File: src/design/cpuPkg.sv
package cpuPkg;

    ////////////////////////////////////////
    // Architectural constants
    ////////////////////////////////////////
    localparam logic [31:0] resetPc = 32'h0000_3000;

    // Data memory is 1K words
    localparam int memIndexW = 10;
    localparam int memWords  = 1 << memIndexW;

    // Opcodes
    localparam logic [5:0] opAdd0  = 6'h00;
    localparam logic [5:0] opOri   = 6'h0d;
    localparam logic [5:0] opLui   = 6'h0f;
    localparam logic [5:0] opLw    = 6'h23;
    localparam logic [5:0] opSw    = 6'h2b;
    localparam logic [5:0] opJal   = 6'h03;
    localparam logic [5:0] opBeq   = 6'h04;
    localparam logic [5:0] opBsoal = 6'h3c;
    localparam logic [5:0] opLwrr  = 6'h3b;

    // Funct codes under opcode 0
    localparam logic [5:0] fnAdd = 6'h20;
    localparam logic [5:0] fnSub = 6'h22;
    localparam logic [5:0] fnJr  = 6'h08;

    ////////////////////////////////////////
    // Selector encodings
    ////////////////////////////////////////
    typedef enum logic [1:0] {aluAdd, aluSub, aluOr, aluLui} aluOpT;
    typedef enum logic [1:0] {npcPc4, npcBranch, npcJal, npcJr} npcSelT;
    typedef enum logic [1:0] {cmpNone, cmpEq, cmpSumOverflow} cmpOpT;
    typedef enum logic [1:0] {wrRt, wrRd, wr31} wrRegSelT;
    typedef enum logic [1:0] {wdAlu, wdMem, wdPc4} wrDataSelT;
    typedef enum logic {memWord, memReversed} memOpT;

    typedef struct packed {
        npcSelT    npcSel;
        cmpOpT     cmpOp;
        aluOpT     aluOp;
        logic      immSigned;
        logic      aluBImm;
        logic      regWrite;
        wrRegSelT  wrRegSel;
        wrDataSelT wrDataSel;
        logic      memWrite;
        memOpT     memOp;
    } controlT;

    ////////////////////////////////////////
    // Instruction word views
    ////////////////////////////////////////
    typedef struct packed {
        logic [5:0] opcode;
        logic [4:0] rs;
        logic [4:0] rt;
        logic [4:0] rd;
        logic [4:0] shamt;
        logic [5:0] funct;
    } rFormatT;

    typedef struct packed {
        logic [5:0]  opcode;
        logic [4:0]  rs;
        logic [4:0]  rt;
        logic [15:0] imm;
    } iFormatT;

    typedef struct packed {
        logic [5:0]  opcode;
        logic [25:0] index;
    } jFormatT;

    typedef union packed {
        rFormatT r;
        iFormatT i;
        jFormatT j;
    } instrT;

    // One retired instruction
    typedef struct packed {
        logic [31:0] pc;
        instrT       instr;
        logic        regWrite;
        logic [4:0]  wrReg;
        logic [31:0] wrData;
        logic        memWrite;
        logic [31:0] memAddr;
        logic [31:0] memData;
    } commitT;

endpackage

File: src/design/executeUnit.sv
module executeUnit import cpuPkg::*; (
    input  instrT       instr,
    input  controlT     ctrl,
    input  logic [31:0] rsData,
    input  logic [31:0] rtData,
    output logic [31:0] aluResult,
    output logic        sumOverflow
);

    logic [31:0] immExt;
    logic [31:0] opB;
    logic [31:0] rsRtSum;

    assign immExt = ctrl.immSigned ? {{16{instr.i.imm[15]}}, instr.i.imm}
                                   : {16'h0000, instr.i.imm};

    assign opB = ctrl.aluBImm ? immExt : rtData;

    always_comb begin
        case (ctrl.aluOp)
            aluSub:  aluResult = rsData - opB;
            aluOr:   aluResult = rsData | opB;
            aluLui:  aluResult = {instr.i.imm, 16'h0000};
            default: aluResult = rsData + opB;
        endcase
    end

    ////////////////////////////////////////
    // Signed overflow of rs+rt for bsoal
    ////////////////////////////////////////
    assign rsRtSum = rsData + rtData;

    // Same operand signs but result sign differs
    assign sumOverflow = (rsData[31] == rtData[31]) && (rsRtSum[31] != rsData[31]);

endmodule

File: config.mk
export PLATFORM = sky130hd
export DESIGN_NAME = executeUnit
export DESIGN_NICKNAME = d
export VERILOG_FILES = /design/src/design/cpuPkg.sv /design/src/design/executeUnit.sv
export SDC_FILE = /design/constraint.sdc
export NUM_CORES = 1
export LEC_CHECK = 0
export ABC_CLOCK_PERIOD_IN_PS = 19500
export BUFFER_PORTS_ARGS = -buffer_cell sky130_fd_sc_hd__buf_2
export CAP_MARGIN = 40
export CORE_MARGIN = 10
export CORE_UTILIZATION = 51
export DETAILED_ROUTE_END_ITERATION = 12
export PLACE_DENSITY_LB_ADDON = 0.08
export SYNTH_ARGS = -nofsm -noshare
export SYNTH_HDL_FRONTEND = slang
export SYNTH_SLANG_ARGS = --single-unit
File: constraint.sdc
create_clock -name vclk -period 19.5
set_input_delay 2.925 -clock vclk [all_inputs]
set_output_delay 2.925 -clock vclk [all_outputs]
set_load 0.01 [all_outputs]
; Word level (Yosys, flattened, before mapping)
; Cells that the tools add are included.
; Widths: inputs -> output; s select.
[op_classes]
add_sub_neg = 3
bitwise = 1
n_eq_ne = 5
n_reduce_logical = 1
n_mux = 3
[ops]
columns = cell, n
row1 = $pmux 32 s3, 1
row2 = $add 32x32->32, 2
row3 = $mux 32, 2
row4 = $or 32x32->32, 1
row5 = $sub 32x32->32, 1
row6 = $eq 2x2->1 const B, 2
row7 = $eq 2x1->1 const B, 1
row8 = $eq 1x1->1, 1
row9 = $logic_and 1x1->1, 1
row10 = $ne 1x1->1, 1
[word_totals]
register_bits = 0
output_inout_bits = 33
in_bits = 111
elab_cells = 13

; Depth between registers and ports, before layout
; Gate-level depths: netlist of run 1.
[logic_depth]
ltp_word = 4
mapped_depth = 23
mapped_depth_nobuf = 16

; Least setup slack after synthesis of run 1
; Ideal clock, no wire load.
[synth_timing]
path_type = in2out
from = input ctrl[7] in the netlist's numbering
to = output aluResult[27]
arrival_ps = 7613
t_required_ps = 16575
path_slack_ps = 8962
path_buffers = 7
stages = 23
path_cell_list = buf_6 buf_6 buf_2 buf_2 clkbuf_1 mux2i_1 ha_1 o21ai_0 nor4_2 and2_0 buf_2 a21oi_1 xor2_1 o21ai_0 ha_1 clkbuf_1 a211oi_1 o21ai_1 a41oi_2 nor2_1 or4_4 and3_1 o31ai_1
[synth_between]
elab_chain_len = 3
word_cells_on_any_way = 5
cone_classes = add/sub (2) / mux (2) / bitwise (1)
[synth_lines]
columns = element, line_no
row1 = "start, declared", executeUnit.sv:3  ; input controlT ctrl,
row2 = $mux 32 (*), executeUnit.sv:17  ; assign opB = ctrl.aluBImm ? immExt : rtData;
row3 = "$add 32x32->32, or another cell as far along", executeUnit.sv:24  ; default: aluResult = rsData + opB;
row4 = $pmux 32 s3 (*), executeUnit.sv:20  ; case (ctrl.aluOp)
row5 = "end, declared", executeUnit.sv:6  ; output logic [31:0] aluResult,
; Mark *: on every way between the ends. The rest lies on a longest branch, timed or not.

; Final worst setup path of run 1
; Same ends and word-level chain as after synthesis.

==> results of run 1 <==
-- layer usage --
metal | track usage | wire length, µm | up-vias
li1 | - | - | 2790
met3 | 0.0469 | 1760 | 27
met5 | 0 | 0 | -
met4 | 0.0470 | 310 | 0
met2 | 0.419 | 8170 | 272
met1 | 0.364 | 8090 | 2716
-- critical path, delay by kind of cell --
kind / cells / cell delay [ns]
simple gates: 5 / 1.75
compound gates: 7 / 1.54
buf+inv: 3 / 0.77
fa+ha+maj: 2 / 0.61
mux: 1 / 0.36
xor+xnor: 1 / 0.15
-- logic make-up (layout without fill, tap and decap cells) --
| kind of cell | count (synthesis) | in the layout |
|---|---|---|
| AOI/OAI and AO/OA | 251 | 251 |
| and+or+nand+nor | 243 | 243 |
| buffers and inverters | 68 | 154 |
| adders and majority gates | 64 | 64 |
| xor gates and xnor gates | 41 | 41 |
| muxes | 21 | 21 |
-- where the power goes --
group	internal, mW	total (mW)	switching, mW
logic	0.0847	0.214	0.129
clock network	0	0	0
registers	0	0	0
total	0.0847	0.214	0.129
-- worst max-delay path by stage --
stage | from | end | slack, ns
finish | ctrl[7] | aluResult[27] | 8.45
global placement | ctrl[7] | aluResult[27] | 8.56
detailed placement | ctrl[7] | aluResult[27] | 8.53
floorplan | ctrl[7] | aluResult[27] | 8.96
global route | ctrl[7] | aluResult[27] | 8.14
CTS | ctrl[7] | aluResult[27] | 8.52
-- placed cells by master (no fill, tap or decap), types with 15 or more instances in the layout --
cell type / count
sky130_fd_sc_hd__buf_2: 117
sky130_fd_sc_hd__ha_1: 63
sky130_fd_sc_hd__nor2_1: 59
sky130_fd_sc_hd__a21oi_1: 58
sky130_fd_sc_hd__nand2_1: 50
sky130_fd_sc_hd__o21ai_0: 45
sky130_fd_sc_hd__a21o_1: 41
sky130_fd_sc_hd__inv_1: 31
sky130_fd_sc_hd__nor3_1: 26
sky130_fd_sc_hd__a211oi_1: 22
sky130_fd_sc_hd__xnor2_1: 21
sky130_fd_sc_hd__xor2_1: 20
sky130_fd_sc_hd__mux2i_1: 17
sky130_fd_sc_hd__nand3_1: 15
-- cell type report --
| type | count | area (µm²) | area share |
|---|---|---|---|
| timing repair buffer | 122 | 623 | 0.119 |
| multi-input combinational | 620 | 4340 | 0.832 |
| tap | 108 | 135 | 0.0259 |
| inverter | 32 | 120 | 0.0230 |
==> out/metrics.yaml, run 1 <==
grt_use_total: 0.263
final_cells: 882
post_dp_area_um2: 5220
ctsHoldBuffers: 0
cp-start-kind: "input pin"
worst_hold_path_ep: "sumOverflow"
row_count: 34
grt_pass1_wl_um: 29300
antenna_found_initial: 0
achievable_freq_ghz: 0.0905
arrival_ns: 8.13
worst_pin_slew_ns: 0.789
avgSynthCellArea_um2: 6.72
crit_path_top_delay_cell: "sky130_fd_sc_hd__or4_4"
start_util: 0.527
timing.final.max_slew_violations: 0
top_level_ports: 144
antenna_cells_inserted: 0
post_detailed_placement_half_perimeter_wirelength_um: 15000
post_route_cells_drive_above_1_share: 0.193
design_area_um2: 5220
slew_headroom: 0.472
totalPowerFinal_mw: 0.214
placed_cells_incl_taps: 882
design.seq.count: 0
cell_with_the_most_instances_after_synthesis: "sky130_fd_sc_hd__ha_1"
maximum_number_of_pins_on_one_net_before_global_route_repair: 59
flow.area_growth_from_synthesis_pct: 13.0
fin_util: 0.596
min_period_ns: 11.05
synth-xor-area-share: 0.0777
synth-simple-area-share: 0.279
synth_cells: 688
finalHoldWorstSlack_ns: 6.21
register_area_um2: 0
synth_sequential_area_ratio: 0
synth_largest_type_area_fraction: 0.171
floorplan.die.width_um: 115
fin_ws_ns: 8.45
muxShareOfSynthArea: 0.0466
port-buffer-count: 117
synth_compound_area_frac: 0.362
clkbuf_count: 0
max_cap_violations: 0
worstHoldPathCells: 4
critical_path_class: "input pin to output port"
setup_tns_ns: 0
postSynthNetCount: 863
adder_cell_share_of_the_synthesized_area: 0.175
cp-end-kind: "output port"
avgRoutedWirePerCell_um: 20.8
synth_top_area_cell: "sky130_fd_sc_hd__ha_1"
via_count_of_the_first_global_routing_pass: 5614
drt-initial-drc-count: 690
power-per-cell-area_nw_per_um2: 41.0
main_combinational_cell_family_by_area_after_synthesis: "compound AO/OA/AOI/OAI gates"
setup_viol: 0
hold_path.startpoint: "rtData[31]"
grt_overflow: 0
hold_path.class: "input pin to output port"
placeable_core_region_um2: 8760
crit_chain: "buf_2 > buf_4 > mux2i_1 > ha_1 > o21ai_0 > nor4_2 > and2_0 > a21oi_1 > xor2_1 > o21ai_0 > ha_1 > a211oi_1 > o21ai_1 > a41oi_2 > nor2_1 > or4_4 > and3_1 > o31ai_1 > buf_2"
fill_cells: 922
gp_routability_congestion: 1.02
post_synth_main_area_contributors: "sky130_fd_sc_hd__ha_1, sky130_fd_sc_hd__a21o_1, sky130_fd_sc_hd__a21oi_1"
placement.setup.worst_slack_ns: 8.53
vdd_drop_max_uv: 28.1
final_hold_viol_count: 0
ys_warn_count: 0
grt_setup_unrepaired: "false"
critical_path_peak_fanout: 58
dr.pass1.iters: 5
die_y_um: 115
full_die_area_um2: 13300
outcome: "completed"
cts_post_setup_buffers_inserted: 0
synth.top_cells.by_count: "sky130_fd_sc_hd__ha_1, sky130_fd_sc_hd__nor2_1, sky130_fd_sc_hd__a21oi_1"
p_leak_nw: 2.47
timing.final.crit_share: 0.567
worst-endpoint-required_ns: 16.57
final_net_count: 951
cts_resized: 0
post_drt_via_cell_ratio: 6.58
ys_types: 70
critPathMaxStageDelay_ns: 0.57
drc_violations_left: 0
post_synth_instance_area_um2: 4620
detailroute.via_count: 5805
routed_wl_um: 18300
drtAntennaViolNets: 0
No activity file was read; power rests on OpenSTA's default activity.
==> run 2: changes to the inputs <==
--- a/config.mk
+++ b/config.mk
@@ -5,7 +5,7 @@
 export SDC_FILE = /design/constraint.sdc
 export NUM_CORES = 1
 export LEC_CHECK = 0
-export ABC_CLOCK_PERIOD_IN_PS = 19500
+export ABC_CLOCK_PERIOD_IN_PS = 11200
 export BUFFER_PORTS_ARGS = -buffer_cell sky130_fd_sc_hd__buf_2
 export CAP_MARGIN = 40
 export CORE_MARGIN = 10
==> constraint.sdc (replaced) <==
create_clock -name vclk -period 11.2
set_input_delay 1.68 -clock vclk [all_inputs]
set_output_delay 1.68 -clock vclk [all_outputs]
set_load 0.01 [all_outputs]
==> out/metrics.yaml, run 2 (synthesis results as in run 1) <==
fin_util: 0.596  # unchanged
ctsHoldBuffers: 0  # unchanged
power-per-cell-area_nw_per_um2: 71.4  # was 41.0 nW/µm²
clock_power_share: 0  # about the same
post_drt_via_cell_ratio: 6.58  # unchanged
fill_cells: 855  # was 922
layout.cells.most_common: "sky130_fd_sc_hd__buf_2"  # unchanged
achievable_freq_ghz: 0.116
floorplan.die.width_um: 115  # unchanged
hold_path.class: "input pin to output port"  # unchanged
port-buffer-count: 117  # unchanged
flow.area_growth_from_synthesis_pct: 13.0  # unchanged
dr.pass1.iters: 7  # was 5
grt_overflow: 0  # unchanged
post_detailed_placement_half_perimeter_wirelength_um: 14900  # was 15000 µm
final_cell_mix: "sky130_fd_sc_hd__buf_2, sky130_fd_sc_hd__ha_1, sky130_fd_sc_hd__nor2_1"  # unchanged
p_leak_nw: 2.47  # unchanged
full_die_area_um2: 13300  # unchanged
critical_path_peak_fanout: 49  # was 58
drtAntennaViolNets: 0  # unchanged
intPower_mw: 0.147  # was 0.0847 mW
final_hold_viol_count: 0  # unchanged
design_area_um2: 5220  # unchanged
via_count_of_the_first_global_routing_pass: 5526  # was 5614
hold_path.startpoint: "rtData[31]"  # unchanged
drt-initial-drc-count: 804  # was 690
setup_tns_ns: 0  # unchanged
placeable_core_region_um2: 8760  # unchanged
vdd_drop_max_uv: 48.6  # was 28.1 µV
detailroute.via_count: 5805  # unchanged
antenna_cells_inserted: 0  # unchanged
timing.final.max_slew_violations: 0  # unchanged
gp_routability_congestion: 0.964  # was 1.02
arrival_ns: 6.91  # was 8.13 ns
power.switching_fraction: 0.605  # was 0.604
slew_headroom: 0.474  # was 0.472
seq_power_share: 0  # about the same
grt_pass1_wl_um: 28700  # was 29300 µm
register_area_um2: 0  # unchanged
worst_pin_slew_ns: 0.785  # was 0.789 ns
clkbuf_count: 0  # unchanged
cp-end-kind: "output port"  # unchanged
post_route_cells_drive_above_1_share: 0.193  # unchanged
antenna_found_initial: 0  # unchanged
timing.final.crit_share: 0.767
min_period_ns: 8.59
finalHoldWorstSlack_ns: 3.71  # was 6.21 ns
worst-endpoint-required_ns: 9.52  # was 16.57 ns
routed_wl_um: 18300  # about the same
cp-start-kind: "input pin"  # unchanged
avgRoutedWirePerCell_um: 20.7  # was 20.8 µm
totalPowerFinal_mw: 0.373  # was 0.214 mW
grt_setup_unrepaired: "false"  # unchanged
drc_violations_left: 0  # unchanged
critical_path_class: "input pin to output port"  # unchanged
worstHoldPathCells: 4  # unchanged
cts_resized: 0  # unchanged
worst_hold_path_ep: "sumOverflow"  # unchanged
final_net_count: 951  # unchanged
cts_post_setup_buffers_inserted: 0  # unchanged
die_y_um: 115  # unchanged
top_level_ports: 144  # unchanged
outcome: "completed"  # unchanged
start_util: 0.527  # unchanged
row_count: 34  # unchanged
setup_viol: 0  # unchanged
grt_use_total: 0.259  # was 0.263
pwr-share-comb: 1.000  # about the same
post_dp_area_um2: 5220  # unchanged
design.seq.count: 0  # unchanged
maximum_number_of_pins_on_one_net_before_global_route_repair: 51  # was 59
power_switching_mw: 0.225  # was 0.129 mW
max_cap_violations: 0  # unchanged
==> run 2: cell counts in the layout (fill, tap and decap cells not counted) <==
No cell type changed its count.
==> run 2: critical path, cell delays in order <==
cell and delay, ns:
sky130_fd_sc_hd__buf_2 0.27, sky130_fd_sc_hd__buf_4 0.52, sky130_fd_sc_hd__nor4b_1 0.37, sky130_fd_sc_hd__o21ai_1 0.24
sky130_fd_sc_hd__nor4_2 0.45, sky130_fd_sc_hd__and2_0 0.38, sky130_fd_sc_hd__a21oi_1 0.13, sky130_fd_sc_hd__xor2_1 0.15
sky130_fd_sc_hd__o21ai_0 0.30, sky130_fd_sc_hd__ha_1 0.40, sky130_fd_sc_hd__a211oi_1 0.32, sky130_fd_sc_hd__o21ai_1 0.14
sky130_fd_sc_hd__a41oi_2 0.21, sky130_fd_sc_hd__nor2_1 0.10, sky130_fd_sc_hd__or4_4 0.58, sky130_fd_sc_hd__and3_1 0.21
sky130_fd_sc_hd__o31ai_1 0.25, sky130_fd_sc_hd__buf_2 0.18
==> run 2: cell type report <==
type | instances | area, µm² | area share
tap | 108 | 135 | 0.0259
multi-input combinational | 620 | 4340 | 0.832
timing repair buffer | 122 | 623 | 0.119
inverter | 32 | 120 | 0.0230
==> run 2: power by group through the flow <==
stage	clock network, mW	logic [mW]	registers, mW
6_report	0	0.373	0
5_1_grt	0	0.412	0
4_1_cts	0	0.366	0
3_5_place_dp	0	0.364	0
3_3_place_gp	0	0.358	0
2_1_floorplan	0	0.249	0
==> run 2: metrics by stage <==
stage | worst slack [ns] | cells
after floorplan | 3.15 | 688
after global placement | 2.81 | 882
after detailed placement | 2.69 | 882
after CTS | 2.66 | 882
after global routing | 2.26 | 882
final | 2.61 | 882
==> run 2: worst max path at each step <==
stage | startpoint | to | slack (ns) | cells past startpoint
after CTS | ctrl[7] | aluResult[27] | 2.66 | 18
after detailed placement | ctrl[7] | aluResult[27] | 2.69 | 18
final | ctrl[7] | aluResult[27] | 2.61 | 18
after floorplan | ctrl[7] | aluResult[27] | 3.15 | 23
after global placement | ctrl[7] | aluResult[27] | 2.81 | 18
after global routing | ctrl[7] | aluResult[27] | 2.26 | 18
==> run 2: per-layer routing <==
metal	wire (µm)	track usage	share of wire	vias up
met5	0	0	0	-
met2	8120	0.410	0.44	290
met1	7870	0.351	0.43	2704
met4	284	0.0404	0.016	0
li1	-	-	-	2789
met3	2020	0.0635	0.11	22
==> run 3: changes to the inputs <==
--- a/config.mk
+++ b/config.mk
@@ -5,7 +5,7 @@
 export SDC_FILE = /design/constraint.sdc
 export NUM_CORES = 1
 export LEC_CHECK = 0
-export ABC_CLOCK_PERIOD_IN_PS = 11200
+export ABC_CLOCK_PERIOD_IN_PS = 8770
 export BUFFER_PORTS_ARGS = -buffer_cell sky130_fd_sc_hd__buf_2
 export CAP_MARGIN = 40
 export CORE_MARGIN = 10
==> constraint.sdc (replaced) <==
create_clock -name vclk -period 8.77
set_input_delay 1.3155 -clock vclk [all_inputs]
set_output_delay 1.3155 -clock vclk [all_outputs]
set_load 0.01 [all_outputs]
==> out/metrics.yaml, run 3 (synthesis results as in run 1) <==
hold_path.class: "input pin to output port"  # unchanged
critical_path_class: "input pin to output port"  # unchanged
cp-end-kind: "output port"  # unchanged
power-per-cell-area_nw_per_um2: 91.4  # was 71.4 nW/µm²
fill_cells: 938  # was 855
finalHoldWorstSlack_ns: 2.99  # was 3.71 ns
antenna_found_initial: 0  # unchanged
totalPowerFinal_mw: 0.477  # was 0.373 mW
drc_violations_left: 0  # unchanged
cts_post_setup_buffers_inserted: 0  # unchanged
grt_setup_unrepaired: "false"  # unchanged
vdd_drop_max_uv: 61.9  # was 48.6 µV
worst_pin_slew_ns: 0.876  # was 0.785 ns
placeable_core_region_um2: 8760  # unchanged
outcome: "completed"  # unchanged
register_area_um2: 0  # unchanged
avgRoutedWirePerCell_um: 21.1  # was 20.7 µm
start_util: 0.527  # unchanged
arrival_ns: 6.52  # was 6.91 ns
setup_tns_ns: 0  # unchanged
max_cap_violations: 0  # unchanged
timing.final.max_slew_violations: 0  # unchanged
post_detailed_placement_half_perimeter_wirelength_um: 15200  # was 14900 µm
via_count_of_the_first_global_routing_pass: 5661  # was 5526
detailroute.via_count: 5924  # was 5805
post_route_cells_drive_above_1_share: 0.191  # was 0.193
cts_resized: 0  # unchanged
crit_chain: "buf_2 > buf_4 > nor4b_2 > nor2_1 > nor4_2 > and2_0 > a21oi_1 > xor2_1 > o21ai_0 > ha_1 > a211oi_1 > o21ai_1 > a41oi_2 > nor2_1 > or4_4 > and3_1 > o31ai_1 > buf_2"  # was buf_2 > buf_4 > nor4b_1 > o21ai_1 > nor4_2 > and2_0 > a21oi_1 > xor2_1 > o21ai_0 > ha_1 > a211oi_1 > o21ai_1 > a41oi_2 > nor2_1 > or4_4 > and3_1 > o31ai_1 > buf_2
crit_path_top_delay_cell: "sky130_fd_sc_hd__or4_4"  # unchanged
cp-start-kind: "input pin"  # unchanged
port-buffer-count: 117  # unchanged
p_leak_nw: 2.47  # about the same
critPathMaxStageDelay_ns: 0.57  # was 0.58 ns
setup_viol: 0  # unchanged
min_period_ns: 7.83
grt_overflow: 0  # unchanged
worst-endpoint-required_ns: 7.45  # was 9.52 ns
gp_routability_congestion: 0.941  # was 0.964
flow.area_growth_from_synthesis_pct: 12.9  # was 13.0%
drtAntennaViolNets: 0  # unchanged
design.seq.count: 0  # unchanged
layout.cells.most_common: "sky130_fd_sc_hd__buf_2"  # unchanged
final_hold_viol_count: 0  # unchanged
dr.pass1.iters: 5  # was 7
clkbuf_count: 0  # unchanged
full_die_area_um2: 13300  # unchanged
slew_headroom: 0.416  # was 0.474
top_level_ports: 144  # unchanged
ctsHoldBuffers: 0  # unchanged
maximum_number_of_pins_on_one_net_before_global_route_repair: 48  # was 51
grt_pass1_wl_um: 29300  # was 28700 µm
timing.final.crit_share: 0.893
post_drt_via_cell_ratio: 6.72  # was 6.58
critical_path_peak_fanout: 34  # was 49
die_y_um: 115  # unchanged
grt_use_total: 0.264  # was 0.259
floorplan.die.width_um: 115  # unchanged
routed_wl_um: 18600  # was 18300 µm
row_count: 34  # unchanged
final_net_count: 950  # was 951
drt-initial-drc-count: 626  # was 804
achievable_freq_ghz: 0.128
antenna_cells_inserted: 0  # unchanged
final_cell_mix: "sky130_fd_sc_hd__buf_2, sky130_fd_sc_hd__ha_1, sky130_fd_sc_hd__nor2_1"  # unchanged
-- run 3: cell types whose count changed in the layout (fill, tap and decap cells not counted), sizes merged --
cell  delta
buf      -1
-- run 3: path summary, 6_finish.rpt --
check	start	to	cells after the start
worst max-delay path	ctrl[7]	aluResult[27]	18
worst min-delay path	rtData[31]	sumOverflow	4
-- run 3: metal layers --
layer / track usage / share of wire / vias to the layer above / routed length, µm
met3: 0.0370 / 0.098 / 27 / 1830
met4: 0.0363 / 0.018 / 0 / 329
met5: 0 / 0 / - / 0
li1: - / - / 2780 / -
met2: 0.428 / 0.44 / 322 / 8230
met1: 0.367 / 0.44 / 2795 / 8170
-- run 3: cell type report --
class,instances,area [µm²],share of cell area
multi-input cells,620,4340,0.833
repair buffers,121,616,0.118
well taps,108,135,0.0259
inverters,32,120,0.0230
-- run 3: power by group --
group | leakage, nW | total, mW | internal, mW | switching [mW]
clock | 0 | 0 | 0 | 0
combinational | 2.47 | 0.477 | 0.188 | 0.289
sequential | 0 | 0 | 0 | 0
-- run 3: critical path, delay by kind of cell --
kind | cells | cell delay (ns)
simple gates | 7 | 2.28
fa+ha+maj | 1 | 0.40
buf+inv | 3 | 1.08
compound gates | 6 | 1.27
xor+xnor | 1 | 0.15
-- run 3: metrics by stage --
stage / cell area, µm² / setup slack, ns / util / instances
4_1_cts: 5220 / 1.04 / 0.595 / 881
3_5_place_dp: 5220 / 1.05 / 0.595 / 881
6_report: 5220 / 0.939 / 0.595 / 881
5_1_grt: 5220 / 0.618 / 0.595 / 881
2_1_floorplan: 4620 / 1.45 / - / 688
3_3_place_gp: 5220 / 1.17 / 0.595 / 881
